File: config.mk
export PLATFORM = sky130hd
export DESIGN_NAME = ao486_l15_transducer
export DESIGN_NICKNAME = d
export VERILOG_FILES = /design/src/hw/l15_msg_pkg.sv /design/src/hw/core_port_pkg.sv /design/src/hw/core_request_capture.sv /design/src/hw/l15_request_issuer.sv /design/src/hw/l15_response_decoder.sv /design/src/hw/fetch_line_deliver.sv /design/src/hw/ao486_l15_transducer.sv
export SDC_FILE = /design/constraint.sdc
export NUM_CORES = 1
export LEC_CHECK = 0
export ABC_AREA = 1
export BUFFER_PORTS_ARGS = -buffer_cell sky130_fd_sc_hd__buf_2
export CAP_MARGIN = 20
export CORE_AREA = 4 4 247 249
export CTS_BUF_LIST = sky130_fd_sc_hd__clkbuf_4 sky130_fd_sc_hd__clkbuf_8 sky130_fd_sc_hd__clkbuf_16
export DETAILED_ROUTE_END_ITERATION = 8
export DIE_AREA = 0 0 251 253
export PLACE_DENSITY = 0.52
export RECOVER_POWER = 100
export SYNTH_ARGS = -nofsm -noshare
export SYNTH_HDL_FRONTEND = slang
export SYNTH_HIERARCHICAL = 1
export SYNTH_SLANG_ARGS = --single-unit
File: constraint.sdc
create_clock -name clk -period 26.3 [get_ports clk]
set_clock_uncertainty 0.1 [all_clocks]
set_input_delay 5.26 -clock clk [delete_from_list [all_inputs] [get_ports clk]]
set_output_delay 5.26 -clock clk [all_outputs]
set_load 0.02 [all_outputs]
File: src/hw/l15_msg_pkg.sv
/*
 * L1.5 message definitions
 * Request and return type encodings, access sizes, the wake interrupt code
 * and the packed request and response structs exchanged with the L1.5 cache
 */
package l15_msg_pkg;

    // Default physical address width of the L1.5 request channel
    localparam int L15_ADDR_BITS = 40;

    typedef logic [4:0]               l15_rqtype_t;
    typedef logic [3:0]               l15_rettype_t;
    typedef logic [2:0]               l15_size_t;
    typedef logic [63:0]              l15_word_t;
    typedef logic [L15_ADDR_BITS-1:0] l15_addr_t;

    // Request types sent by the bridge
    localparam l15_rqtype_t RQ_IMISS = 5'b10000;
    localparam l15_rqtype_t RQ_STORE = 5'b00001;

    // Return types seen on the response channel
    localparam l15_rettype_t RET_LOAD   = 4'b0000;
    localparam l15_rettype_t RET_IFILL  = 4'b0001;
    localparam l15_rettype_t RET_ST_ACK = 4'b0100;
    localparam l15_rettype_t RET_INT    = 4'b0111;

    // Access sizes in the PCX encoding
    localparam l15_size_t SZ_1B = 3'b000;
    localparam l15_size_t SZ_2B = 3'b001;
    localparam l15_size_t SZ_4B = 3'b010;

    // Interrupt payload bits 17:16 of word 0 that mark a wake-up
    localparam logic [1:0] WAKE_CODE = 2'b01;

    // Request fields driven towards L1.5, 112 bits
    typedef struct packed {
        l15_rqtype_t rqtype;
        l15_addr_t   address;
        l15_size_t   size;
        l15_word_t   data;
    } l15_req_t;

    // Response from L1.5, 261 bits, word 0 in the low bits of data
    typedef struct packed {
        logic                val;
        l15_rettype_t        rettype;
        l15_word_t [3:0]     data;
    } l15_resp_t;

endpackage

File: src/hw/core_port_pkg.sv
/*
 * Core port definitions
 * Address, instruction dword and code line types of the x86 core,
 * the store length encoding and the captured request struct
 */
package core_port_pkg;

    typedef logic [31:0]  core_addr_t;
    typedef logic [31:0]  dword_t;
    typedef logic [127:0] code_line_t;
    typedef logic [2:0]   store_len_t;

    // Store lengths in bytes that the bridge handles
    localparam store_len_t LEN_1B = 3'd1;
    localparam store_len_t LEN_2B = 3'd2;
    localparam store_len_t LEN_4B = 3'd4;

    // One captured core request, 68 bits
    typedef struct packed {
        logic       is_store;
        core_addr_t address;
        dword_t     data;
        store_len_t length;
    } core_req_t;

endpackage

File: src/hw/core_request_capture.sv
/*
 * Core request capture
 * Latches instruction fetch and store strobes from the core into one
 * pending request and holds it until the issuer takes it.
 * Strobes are ignored until the first wake-up from the L1.5 side.
 */
`timescale 1ns/1ps

module core_request_capture import core_port_pkg::*; (
    input  logic       clk,
    input  logic       rst_n,
    input  logic       readcode_do,
    input  logic       writeburst_do,
    input  core_addr_t readcode_address,
    input  core_addr_t writeburst_address,
    input  dword_t     writeburst_data,
    input  store_len_t writeburst_length,
    input  logic       wake,
    input  logic       take,
    output logic       pending,
    output core_req_t  pending_req
);

    logic woken;
    logic accept;

    // The core may only start work once it has been woken up
    assign accept = woken && (readcode_do || writeburst_do);

    always_ff @(posedge clk) begin
        if (!rst_n) begin
            woken   <= 1'b0;
            pending <= 1'b0;
        end else begin
            // Stays set for good after the first wake pulse
            if (wake) begin
                woken <= 1'b1;
            end
            if (take) begin
                pending <= 1'b0;
            end
            // A new strobe wins over a clear in the same cycle
            if (accept) begin
                pending <= 1'b1;
            end
        end
    end

    // Fetch has priority when both strobes come together
    always_ff @(posedge clk) begin
        if (accept) begin
            pending_req.is_store <= !readcode_do;
            pending_req.address  <= readcode_do ? readcode_address : writeburst_address;
            pending_req.data     <= writeburst_data;
            pending_req.length   <= writeburst_length;
        end
    end

endmodule

File: src/hw/l15_request_issuer.sv
/*
 * L1.5 request issuer
 * Takes one pending core request at a time, forms the L1.5 request
 * fields and holds val until the header is accepted.
 * It then waits for the matching completion before going idle again.
 */
`timescale 1ns/1ps

module l15_request_issuer import l15_msg_pkg::*, core_port_pkg::*; #(
    parameter int L15_ADDR_WIDTH = 40
) (
    input  logic      clk,
    input  logic      rst_n,
    input  logic      pending,
    input  core_req_t pending_req,
    output logic      take,
    input  logic      header_ack,
    input  logic      fill_ret,
    input  logic      st_ack,
    output logic      fetch_half,
    output l15_req_t  l15_req,
    output logic      l15_val
);

    typedef enum logic [1:0] {
        IDLE,
        SEND,
        WAIT_RESP
    } issue_state_t;

    issue_state_t              state;
    logic [L15_ADDR_WIDTH-1:0] req_addr_ext;
    dword_t                    store_swapped;
    logic                      req_done;

    // Map the core store length onto the L1.5 size code
    function automatic l15_size_t len_to_size(input store_len_t len);
        l15_size_t sz;
        case (len)
            LEN_1B:  sz = SZ_1B;
            LEN_2B:  sz = SZ_2B;
            LEN_4B:  sz = SZ_4B;
            default: sz = SZ_4B;
        endcase
        return sz;
    endfunction

    // A fetch asks for the whole 32-byte line, a store for its exact byte
    assign req_addr_ext = L15_ADDR_WIDTH'(pending_req.is_store ? pending_req.address :
                                          {pending_req.address[31:5], 5'd0});

    // L1.5 is big endian so the store bytes are reversed
    assign store_swapped = {<<8{pending_req.data}};

    assign take = (state == IDLE) && pending;

    // Completion event depends on the kind of request in flight
    assign req_done = (l15_req.rqtype == RQ_STORE) ? st_ack : fill_ret;

    always_ff @(posedge clk) begin
        if (!rst_n) begin
            state   <= IDLE;
            l15_val <= 1'b0;
        end else begin
            case (state)
                IDLE: begin
                    if (take) begin
                        l15_val <= 1'b1;
                        state   <= SEND;
                    end
                end
                // val and the fields stay put until L1.5 accepts the header
                SEND: begin
                    if (header_ack) begin
                        l15_val <= 1'b0;
                        state   <= WAIT_RESP;
                    end
                end
                WAIT_RESP: begin
                    if (req_done) begin
                        state <= IDLE;
                    end
                end
                default: state <= IDLE;
            endcase
        end
    end

    // Request fields load only when a request is taken
    always_ff @(posedge clk) begin
        if (take) begin
            l15_req.address <= l15_addr_t'(req_addr_ext);
            if (pending_req.is_store) begin
                l15_req.rqtype <= RQ_STORE;
                l15_req.size   <= len_to_size(pending_req.length);
                // Same dword in both halves of the 64-bit word
                l15_req.data   <= {2{store_swapped}};
            end else begin
                l15_req.rqtype <= RQ_IMISS;
                l15_req.size   <= SZ_4B;
                l15_req.data   <= '0;
                // Bit 4 picks which 16 bytes of the line go back to the core
                fetch_half     <= pending_req.address[4];
            end
        end
    end

endmodule

File: src/hw/l15_response_decoder.sv
/*
 * L1.5 response decoder
 * Acknowledges every response and sorts valid ones into fill, store
 * acknowledge and wake events, with registered pulses to the core
 */
`timescale 1ns/1ps

module l15_response_decoder import l15_msg_pkg::*; (
    input  logic      clk,
    input  logic      rst_n,
    input  l15_resp_t l15_resp,
    output logic      req_ack,
    output logic      fill_ret,
    output logic      st_ack,
    output logic      wake,
    output logic      writeburst_done,
    output logic      ao486_int
);

    // Every response is taken in the cycle it shows up
    assign req_ack = l15_resp.val;

    always_comb begin
        fill_ret = 1'b0;
        st_ack   = 1'b0;
        wake     = 1'b0;
        if (l15_resp.val) begin
            case (l15_resp.rettype)
                RET_IFILL:  fill_ret = 1'b1;
                RET_ST_ACK: st_ack   = 1'b1;
                // Only interrupts carrying the wake code start the core
                RET_INT:    wake     = (l15_resp.data[0][17:16] == WAKE_CODE);
                // Load returns have no port here and end with the acknowledge alone
                default:    fill_ret = 1'b0;
            endcase
        end
    end

    // One-cycle pulses to the core
    always_ff @(posedge clk) begin
        if (!rst_n) begin
            writeburst_done <= 1'b0;
            ao486_int       <= 1'b0;
        end else begin
            writeburst_done <= st_ack;
            ao486_int       <= wake;
        end
    end

endmodule

File: src/hw/fetch_line_deliver.sv
/*
 * Fetch line delivery
 * Byte-swaps a returned instruction line, keeps the 16-byte half the core
 * asked for and hands it over one dword per cycle, then as a whole
 */
`timescale 1ns/1ps

module fetch_line_deliver import l15_msg_pkg::*, core_port_pkg::*; (
    input  logic            clk,
    input  logic            rst_n,
    input  logic            fill_ret,
    input  l15_word_t [3:0] fill_data,
    input  logic            fetch_half,
    output dword_t          readcode_partial,
    output logic            readcode_partial_done,
    output code_line_t      readcode_line,
    output logic            request_readcode_done
);

    logic [255:0] swapped_line;
    code_line_t   sel_half;
    logic         active;
    logic [1:0]   dword_cnt;

    // Each 64-bit word arrives big endian, word 0 stays lowest
    always_comb begin
        for (int w = 0; w < 4; w++) begin
            swapped_line[64*w +: 64] = {<<8{fill_data[w]}};
        end
    end

    assign sel_half = fetch_half ? swapped_line[255:128] : swapped_line[127:0];

    // The counter points at the next dword, wrapping to 0 after the last one
    always_ff @(posedge clk) begin
        if (!rst_n) begin
            active                <= 1'b0;
            dword_cnt             <= 2'd0;
            readcode_partial_done <= 1'b0;
            request_readcode_done <= 1'b0;
        end else begin
            request_readcode_done <= 1'b0;
            if (fill_ret) begin
                active                <= 1'b1;
                dword_cnt             <= 2'd1;
                readcode_partial_done <= 1'b1;
            end else if (active) begin
                dword_cnt <= dword_cnt + 2'd1;
                // Four dwords are out, the full line follows
                if (dword_cnt == 2'd0) begin
                    active                <= 1'b0;
                    readcode_partial_done <= 1'b0;
                    request_readcode_done <= 1'b1;
                end
            end
        end
    end

    // Dword 0 goes straight from the response, the rest from the held line
    always_ff @(posedge clk) begin
        if (fill_ret) begin
            readcode_line    <= sel_half;
            readcode_partial <= sel_half[31:0];
        end else if (active && dword_cnt != 2'd0) begin
            readcode_partial <= readcode_line[dword_cnt*32 +: 32];
        end
    end

endmodule

File: src/hw/ao486_l15_transducer.sv
/*
 * ao486 to L1.5 bridge
 * Connects the fetch and store ports of the core to the L1.5 request
 * and response channel, with wake-up handling from the L1.5 side
 */
`timescale 1ns/1ps

module ao486_l15_transducer import l15_msg_pkg::*, core_port_pkg::*; #(
    parameter int L15_ADDR_WIDTH = 40
) (
    input  logic       clk,
    input  logic       rst_n,
    input  logic       readcode_do,
    input  core_addr_t readcode_address,
    input  logic       writeburst_do,
    input  core_addr_t writeburst_address,
    input  dword_t     writeburst_data,
    input  store_len_t writeburst_length,
    output dword_t     readcode_partial,
    output logic       readcode_partial_done,
    output code_line_t readcode_line,
    output logic       request_readcode_done,
    output logic       writeburst_done,
    output logic       ao486_int,
    output l15_req_t   l15_req,
    output logic       l15_val,
    input  logic       header_ack,
    input  l15_resp_t  l15_resp,
    output logic       req_ack
);

    logic      pending;
    core_req_t pending_req;
    logic      take;
    logic      fill_ret;
    logic      st_ack;
    logic      wake;
    logic      fetch_half;

    core_request_capture capture0 (
        .clk, .rst_n,
        .readcode_do, .writeburst_do,
        .readcode_address, .writeburst_address,
        .writeburst_data, .writeburst_length,
        .wake, .take,
        .pending, .pending_req
    );

    l15_request_issuer #(
        .L15_ADDR_WIDTH(L15_ADDR_WIDTH)
    ) issuer0 (
        .clk, .rst_n,
        .pending, .pending_req, .take,
        .header_ack, .fill_ret, .st_ack,
        .fetch_half, .l15_req, .l15_val
    );

    l15_response_decoder decoder0 (
        .clk, .rst_n,
        .l15_resp, .req_ack,
        .fill_ret, .st_ack, .wake,
        .writeburst_done, .ao486_int
    );

    // Fill words come straight from the response struct
    fetch_line_deliver deliver0 (
        .clk, .rst_n,
        .fill_ret,
        .fill_data(l15_resp.data),
        .fetch_half,
        .readcode_partial, .readcode_partial_done,
        .readcode_line, .request_readcode_done
    );

endmodule

Word-level counts from Yosys, hierarchy flattened. Index checks and enable logic that the tools add are counted.

Flip-flop bits (word level): 353. Output and inout port bits: 278.

Add/sub/neg operators: 1. Equal/unequal tests: 12. Shift-type cells: 1. Multiplexer cells: 31. Bitwise gates (word level): 3. Reduce and logical (&&, ||, !) cells: 19.

Operator list (number): 2-to-1 mux 128 bit (1); indexed part select 128 x 8 -> 32 bit (1); 2-to-1 mux 32 bit (3); 2-to-1 mux 1 bit (20); nonzero test 2 bit (6); == test 4 x 3 -> 1 bit, second input constant (2); 2-to-1 mux 2 bit (3); one-hot mux 2 bit (3 select lines) (1); AND reduction 3 bit (2); == test 5 x 1 -> 1 bit, second input constant (1); 2-to-1 mux 5 bit (1); == test 2 x 1 -> 1 bit, second input constant (2); == test 4 x 1 -> 1 bit, second input constant (1); logical NOT 2 bit (2); inequality test 2 bit, second input constant (2); one-hot mux 2 bit (2 select lines) (1); AND reduction 2 bit (2); == test 3 x 1 -> 1 bit, second input constant (1); == test 3 x 2 -> 1 bit, second input constant (1); logical AND 1 bit (3); NOT 1 bit (3); OR reduction 3 bit (1); adder 2 x 1 -> 2 bit, second input constant (1); == test 2 bit, second input constant (1); other kinds (5) (5).

Depth between registers and ports, before layout.
Depth in word-level cells: 6. Mapped depth: 8. Gate-level depth less buffers: 7.

By module. Netlist, hierarchy kept.

Modules (own cells, without submodules): fetch_line_deliver (times used 1, cells each 871, area each 9056.2 µm², seq. area each 4904.7 µm²); l15_request_issuer (times used 1, cells each 223, area each 2909.0 µm², seq. area each 2132.0 µm²); core_request_capture (times used 1, cells each 182, area each 2586.2 µm², seq. area each 2082.0 µm²); l15_response_decoder (times used 1, cells each 22, area each 125.1 µm², seq. area each 40.0 µm²).

Worst setup path before layout. No wires, ideal clock.

Path type: input -> register. Start point: input l15_resp[258] (netlist bit). End point: register deliver0.readcode_partial[0] (enable). Setup time: 0.389 ns. Data arrival time: 16.324 ns. Required time: 25.811 ns. Path slack: 9.487 ns. Stages on the path: 5. Path buffers: 2. Path through: nor3_1 -> buf_2 -> inv_2 -> buf_2 -> nand2_1.

Word-level cells in the longest chain between the ends: 4.

Ends and longest elaborated chain: start, declared (RTL line ao486_l15_transducer.sv:28) `input l15_resp_t l15_resp,`; == test 4 x 1 -> 1 bit (RTL line l15_response_decoder.sv:28) `case (l15_resp.rettype)`; 2-to-1 mux 1 bit (RTL line l15_response_decoder.sv:28); 2-to-1 mux 1 bit (RTL line l15_response_decoder.sv:27) `if (l15_resp.val) begin`; nonzero test 2 bit (no line); end signal, assigned (RTL line fetch_line_deliver.sv:63) `readcode_partial <= sel_half[31:0];`; end signal, assigned (RTL line fetch_line_deliver.sv:65) `readcode_partial <= readcode_line[dword_cnt*32 +: 32];`; end, declared (RTL line fetch_line_deliver.sv:14) `output dword_t readcode_partial,`.

Every way passes these cells. A chain may end at the register's enable or synchronous reset.

Final worst setup path.
Start point: input l15_resp[259] (netlist bit). End point: register issuer0.state[1].

Word-level cells in the longest chain between the ends: 6. Elaborated cells between the ends (all ways): 9. Classes of those cells: eq/ne (3); mux (5); reduce/logical (1).

Ends and longest elaborated chain: == test 4 x 1 -> 1 bit (RTL line l15_response_decoder.sv:28); 2-to-1 mux 1 bit (RTL line l15_response_decoder.sv:28); 2-to-1 mux 1 bit (RTL line l15_response_decoder.sv:27); named net fill_ret (RTL line ao486_l15_transducer.sv:35) `logic fill_ret;`; 2-to-1 mux 1 bit (RTL line l15_request_issuer.sv:58) `assign req_done = (l15_req.rqtype == RQ_STORE) ? st_ack : fill_ret;`; inequality test 2 x 1 -> 1 bit (no line); AND reduction 3 bit (no line); end signal, assigned (RTL line l15_request_issuer.sv:62) `state <= IDLE;`; end signal, assigned (RTL line l15_request_issuer.sv:69) `state <= SEND;`; end signal, assigned (RTL line l15_request_issuer.sv:76) `state <= WAIT_RESP;`; end, declared (RTL line l15_request_issuer.sv:31) `issue_state_t state;`.

The timed path passes the listed nets, and every way through them passes these cells.

==> impl_metrics.env <==
export IMPL_grt_antenna_before_repair=4
export IMPL_post_route_period_util_pct=48.1
export IMPL_reg2reg_depth=4
export IMPL_grt_pass1_vias=11200
export IMPL_cts_buffers=37
export IMPL_setup_tns_ns=0
export IMPL_drc=0
export IMPL_area_growth_pct=26.8
export IMPL_fmax_ghz=0.0791
export IMPL_yosysSeqAreaShare_pct=62.4
export IMPL_h_tree_depth=2
export IMPL_cts_root_buf="clkbuf_16"
export IMPL_firstDrtPassIters=5
export IMPL_startpoint_type="input pin"
export IMPL_rsz0062_at_grt="no"
export IMPL_drt_iter0_drc=525
export IMPL_synth_top_cells_by_area="edfxtp_1, nand2_1, mux2_4"
export IMPL_place_hpwl_mm=35.6
export IMPL_hold_slack_ns=0.318
export IMPL_ys_ff_latch=309
export IMPL_wirelength_mm=46.8
export IMPL_cts_tree="yes"
export IMPL_peakVddDrop_v=0.0000356
export IMPL_worstSetupEndpoint="issuer0/state[1]$_SDFFE_PN0P_"
export IMPL_setup_violations=0
export IMPL_critical_path_class="in -> reg"
export IMPL_clock_latency_ns=0.54
export IMPL_routedWlPerCell_um=17.4
export IMPL_clockBufferDepth=3
export IMPL_min_delay_path_depth=0
export IMPL_hold_violations=0
export IMPL_cellLeakagePower_nw=8.23
export IMPL_io_buffers=630
export IMPL_synth_cells=1298
export IMPL_row_count=89
export IMPL_vias=11000
export IMPL_ys_flop_type="edfxtp_1"
export IMPL_arrival_ns=12.97
export IMPL_die_x_um=251
export IMPL_grt_ovfl_total=0
export IMPL_viasPerCell=4.08
export IMPL_crit_path_end_kind="flop"
export IMPL_yosysTopAreaCell="edfxtp_1"
export IMPL_period_needed_ns=12.65
export IMPL_yosys_warnings=6
export IMPL_final_nets=2255
export IMPL_grt_pass1_wl_mm=66.6
export IMPL_status="complete, but fails checks"
export IMPL_crit_required_ns=26.62
export IMPL_numClockSinks=309
export IMPL_hold_class="reg -> reg"
export IMPL_r2r_end="issuer0/l15_req[34]$_SDFFCE_PN0P_"
export IMPL_worstMarginPinSlew_ns=8.78
export IMPL_nFillCells=6294
export IMPL_violations="capacitance limit, slew limit"
export IMPL_postSynth_asyncResetShare_pct=0
export IMPL_cts_resized=0
export IMPL_drive_above_1_share_pct=24.3
export IMPL_holdBufCountCts=0
export IMPL_fp_dieArea_um2=63500
export IMPL_synth_edf_count=297
export IMPL_powerDensity_nw_per_um2=61.9
export IMPL_coreArea_um2=58700
export IMPL_r2r_slack_ns=22.26
export IMPL_critPathMaxFanout=161
export IMPL_antenna_left=0
export IMPL_grt_max_degree=162
export IMPL_synth_commonest_cells="nand2_1, edfxtp_1, inv_1, mux2_4, nand3_1"
export IMPL_postCtsSetupRepairBufs=0
export IMPL_place_congestion=0.924
export IMPL_relSlewSlack_pct=-486
export IMPL_drv_cap=6
export IMPL_synth_distinct_cells=32
export IMPL_synth_area_um2=14700
export IMPL_syn_area_per_cell_um2=11.3
export IMPL_fp_dieH_um=253
export IMPL_timing_rr_start="issuer0/state[0]$_SDFFE_PN0P_"
export IMPL_pin_count=643
export IMPL_slew_viol_final=391
export IMPL_grt_usage_pct=13.7
export IMPL_synth_top_area_share_pct=60.8
export IMPL_yosysMostFrequentCell="nand2_1"
export IMPL_floorplan_initialDensity_pct=25.0
export IMPL_startpoint="l15_resp[259]"
export IMPL_clkTransAtPathRegs_ns=0.06
==> state kept, by name, indices dropped and copies added (netlist names) <==
signal,flops
deliver0/active,1
decoder0/writeburst_done,1
deliver0/dword_cnt,2
capture0/woken,1
deliver0/readcode_line,128
decoder0/ao486_int,1
deliver0/readcode_partial_done,1
issuer0/l15_req,68
capture0/pending,1
issuer0/l15_val,1
deliver0/readcode_partial,32
deliver0/request_readcode_done,1
issuer0/fetch_half,1
capture0/pending_req,68
issuer0/state,2
==> cell type report <==
| cell class | instances | area [µm²] | share of cell area, % |
|---|---|---|---|
| Clock inverter | 14 | 220 | 1.18 |
| Sequential cell | 309 | 9160 | 49.2 |
| Clock buffer | 54 | 1060 | 5.69 |
| Antenna cell | 1 | 2.50 | 0.0134 |
| Timing Repair Buffer | 643 | 2880 | 15.5 |
| Inverter | 220 | 827 | 4.44 |
| Multi-Input combinational cell | 678 | 3490 | 18.7 |
| Tap cell | 773 | 967 | 5.20 |
==> per-layer routing <==
metal  track usage [%]  vias to the layer above  wire length [µm]
met5                 0                        -                20
met4              4.66                        2              1420
met3              4.88                       62              4510
met2              23.3                      459             22500
met1              16.2                     5160             18400
li1                  -                     5301                 -
==> power breakdown <==
group | internal (mW) | switching, mW | total [mW]
combinational | 0.0314 | 0.0385 | 0.0699
clock | 0.331 | 0.205 | 0.536
sequential | 0.543 | 0.00187 | 0.545
total | 0.906 | 0.245 | 1.15
==> worst max-delay path: stages <==
cell and delay [ns]:
clkbuf_1 0.09, inv_1 0.10, nand2_1 0.06, nor3_1 0.49, clkbuf_1 5.90, o21ai_0 0.66
nand3_1 0.30, a21oi_1 0.09
==> worst min-delay path by stage <==
stage	start	endpoint	slack [ns]
after floorplan	capture0/pending_req[40]$_DFFE_PP_	issuer0/l15_req[72]$_DFFE_PP_	0.30
after global placement	capture0/pending_req[42]$_DFFE_PP_	issuer0/l15_req[74]$_DFFE_PP_	0.30
after detailed placement	capture0/pending_req[56]$_DFFE_PP_	issuer0/l15_req[88]$_DFFE_PP_	0.31
after CTS	capture0/pending_req[56]$_DFFE_PP_	issuer0/l15_req[88]$_DFFE_PP_	0.32
after global routing	capture0/pending_req[66]$_DFFE_PP_	issuer0/l15_req[98]$_DFFE_PP_	0.32
final	capture0/pending_req[54]$_DFFE_PP_	issuer0/l15_req[86]$_DFFE_PP_	0.32
==> metrics by stage <==
stage / utilization [%] / instance area [µm²] / setup WS, ns / std cells / power, mW
2_1_floorplan: - / 14700 / 9.49 / 1309 / 0.593
3_5_place_dp: 30.8 / 18100 / 15.40 / 2623 / 0.633
4_1_cts: 33.0 / 19400 / 15.40 / 2691 / 1.18
3_3_place_gp: 30.8 / 18100 / 15.40 / 2623 / 0.631
6_report: 31.7 / 18600 / 13.65 / 2692 / 1.15
5_1_grt: 31.7 / 18600 / 12.45 / 2691 / 1.20
==> layout by cell type, fill, tap and decap left out <==
master,Yosys,layout
clkbuf_1,10,281
nand2_2,19,19
inv_1,216,215
o21ai_0,15,37
nor3_1,3,4
clkinvlp_4,0,1
inv_6,1,1
mux2_1,0,81
clkinv_2,0,2
clkbuf_16,0,37
nand2_1,419,419
nor4_1,1,1
a21oi_1,6,6
nand3b_1,1,1
clkbuf_4,0,16
clkinv_8,0,2
mux2_4,80,2
inv_2,3,3
clkinvlp_2,0,1
diode_2,0,1
o21a_1,1,1
mux2_2,16,13
nor2_1,12,13
nand4_1,1,1
clkbuf_8,0,1
clkinv_1,0,4
edfxtp_1,297,297
buf_4,52,7
buf_2,17,355
conb_1,1,12
bufinv_16,0,5
ha_1,1,1
nand3_1,66,66
a211oi_1,1,1
dfxtp_2,0,2
dfxtp_1,12,10
==> kinds of logic (layout without fill, tap and decap cells) <==
group	count (synthesis)	after routing	synth area share, %
flops	309	309	62.4
compound gates	45	45	2.08
other cells	1	13	0.0256
simple gates	524	524	14.4
fa+ha+maj	1	1	0.0852
buf+inv	322	931	11.6
mux	96	96	9.41
Note: power is estimated with default switching activity, not from simulation.
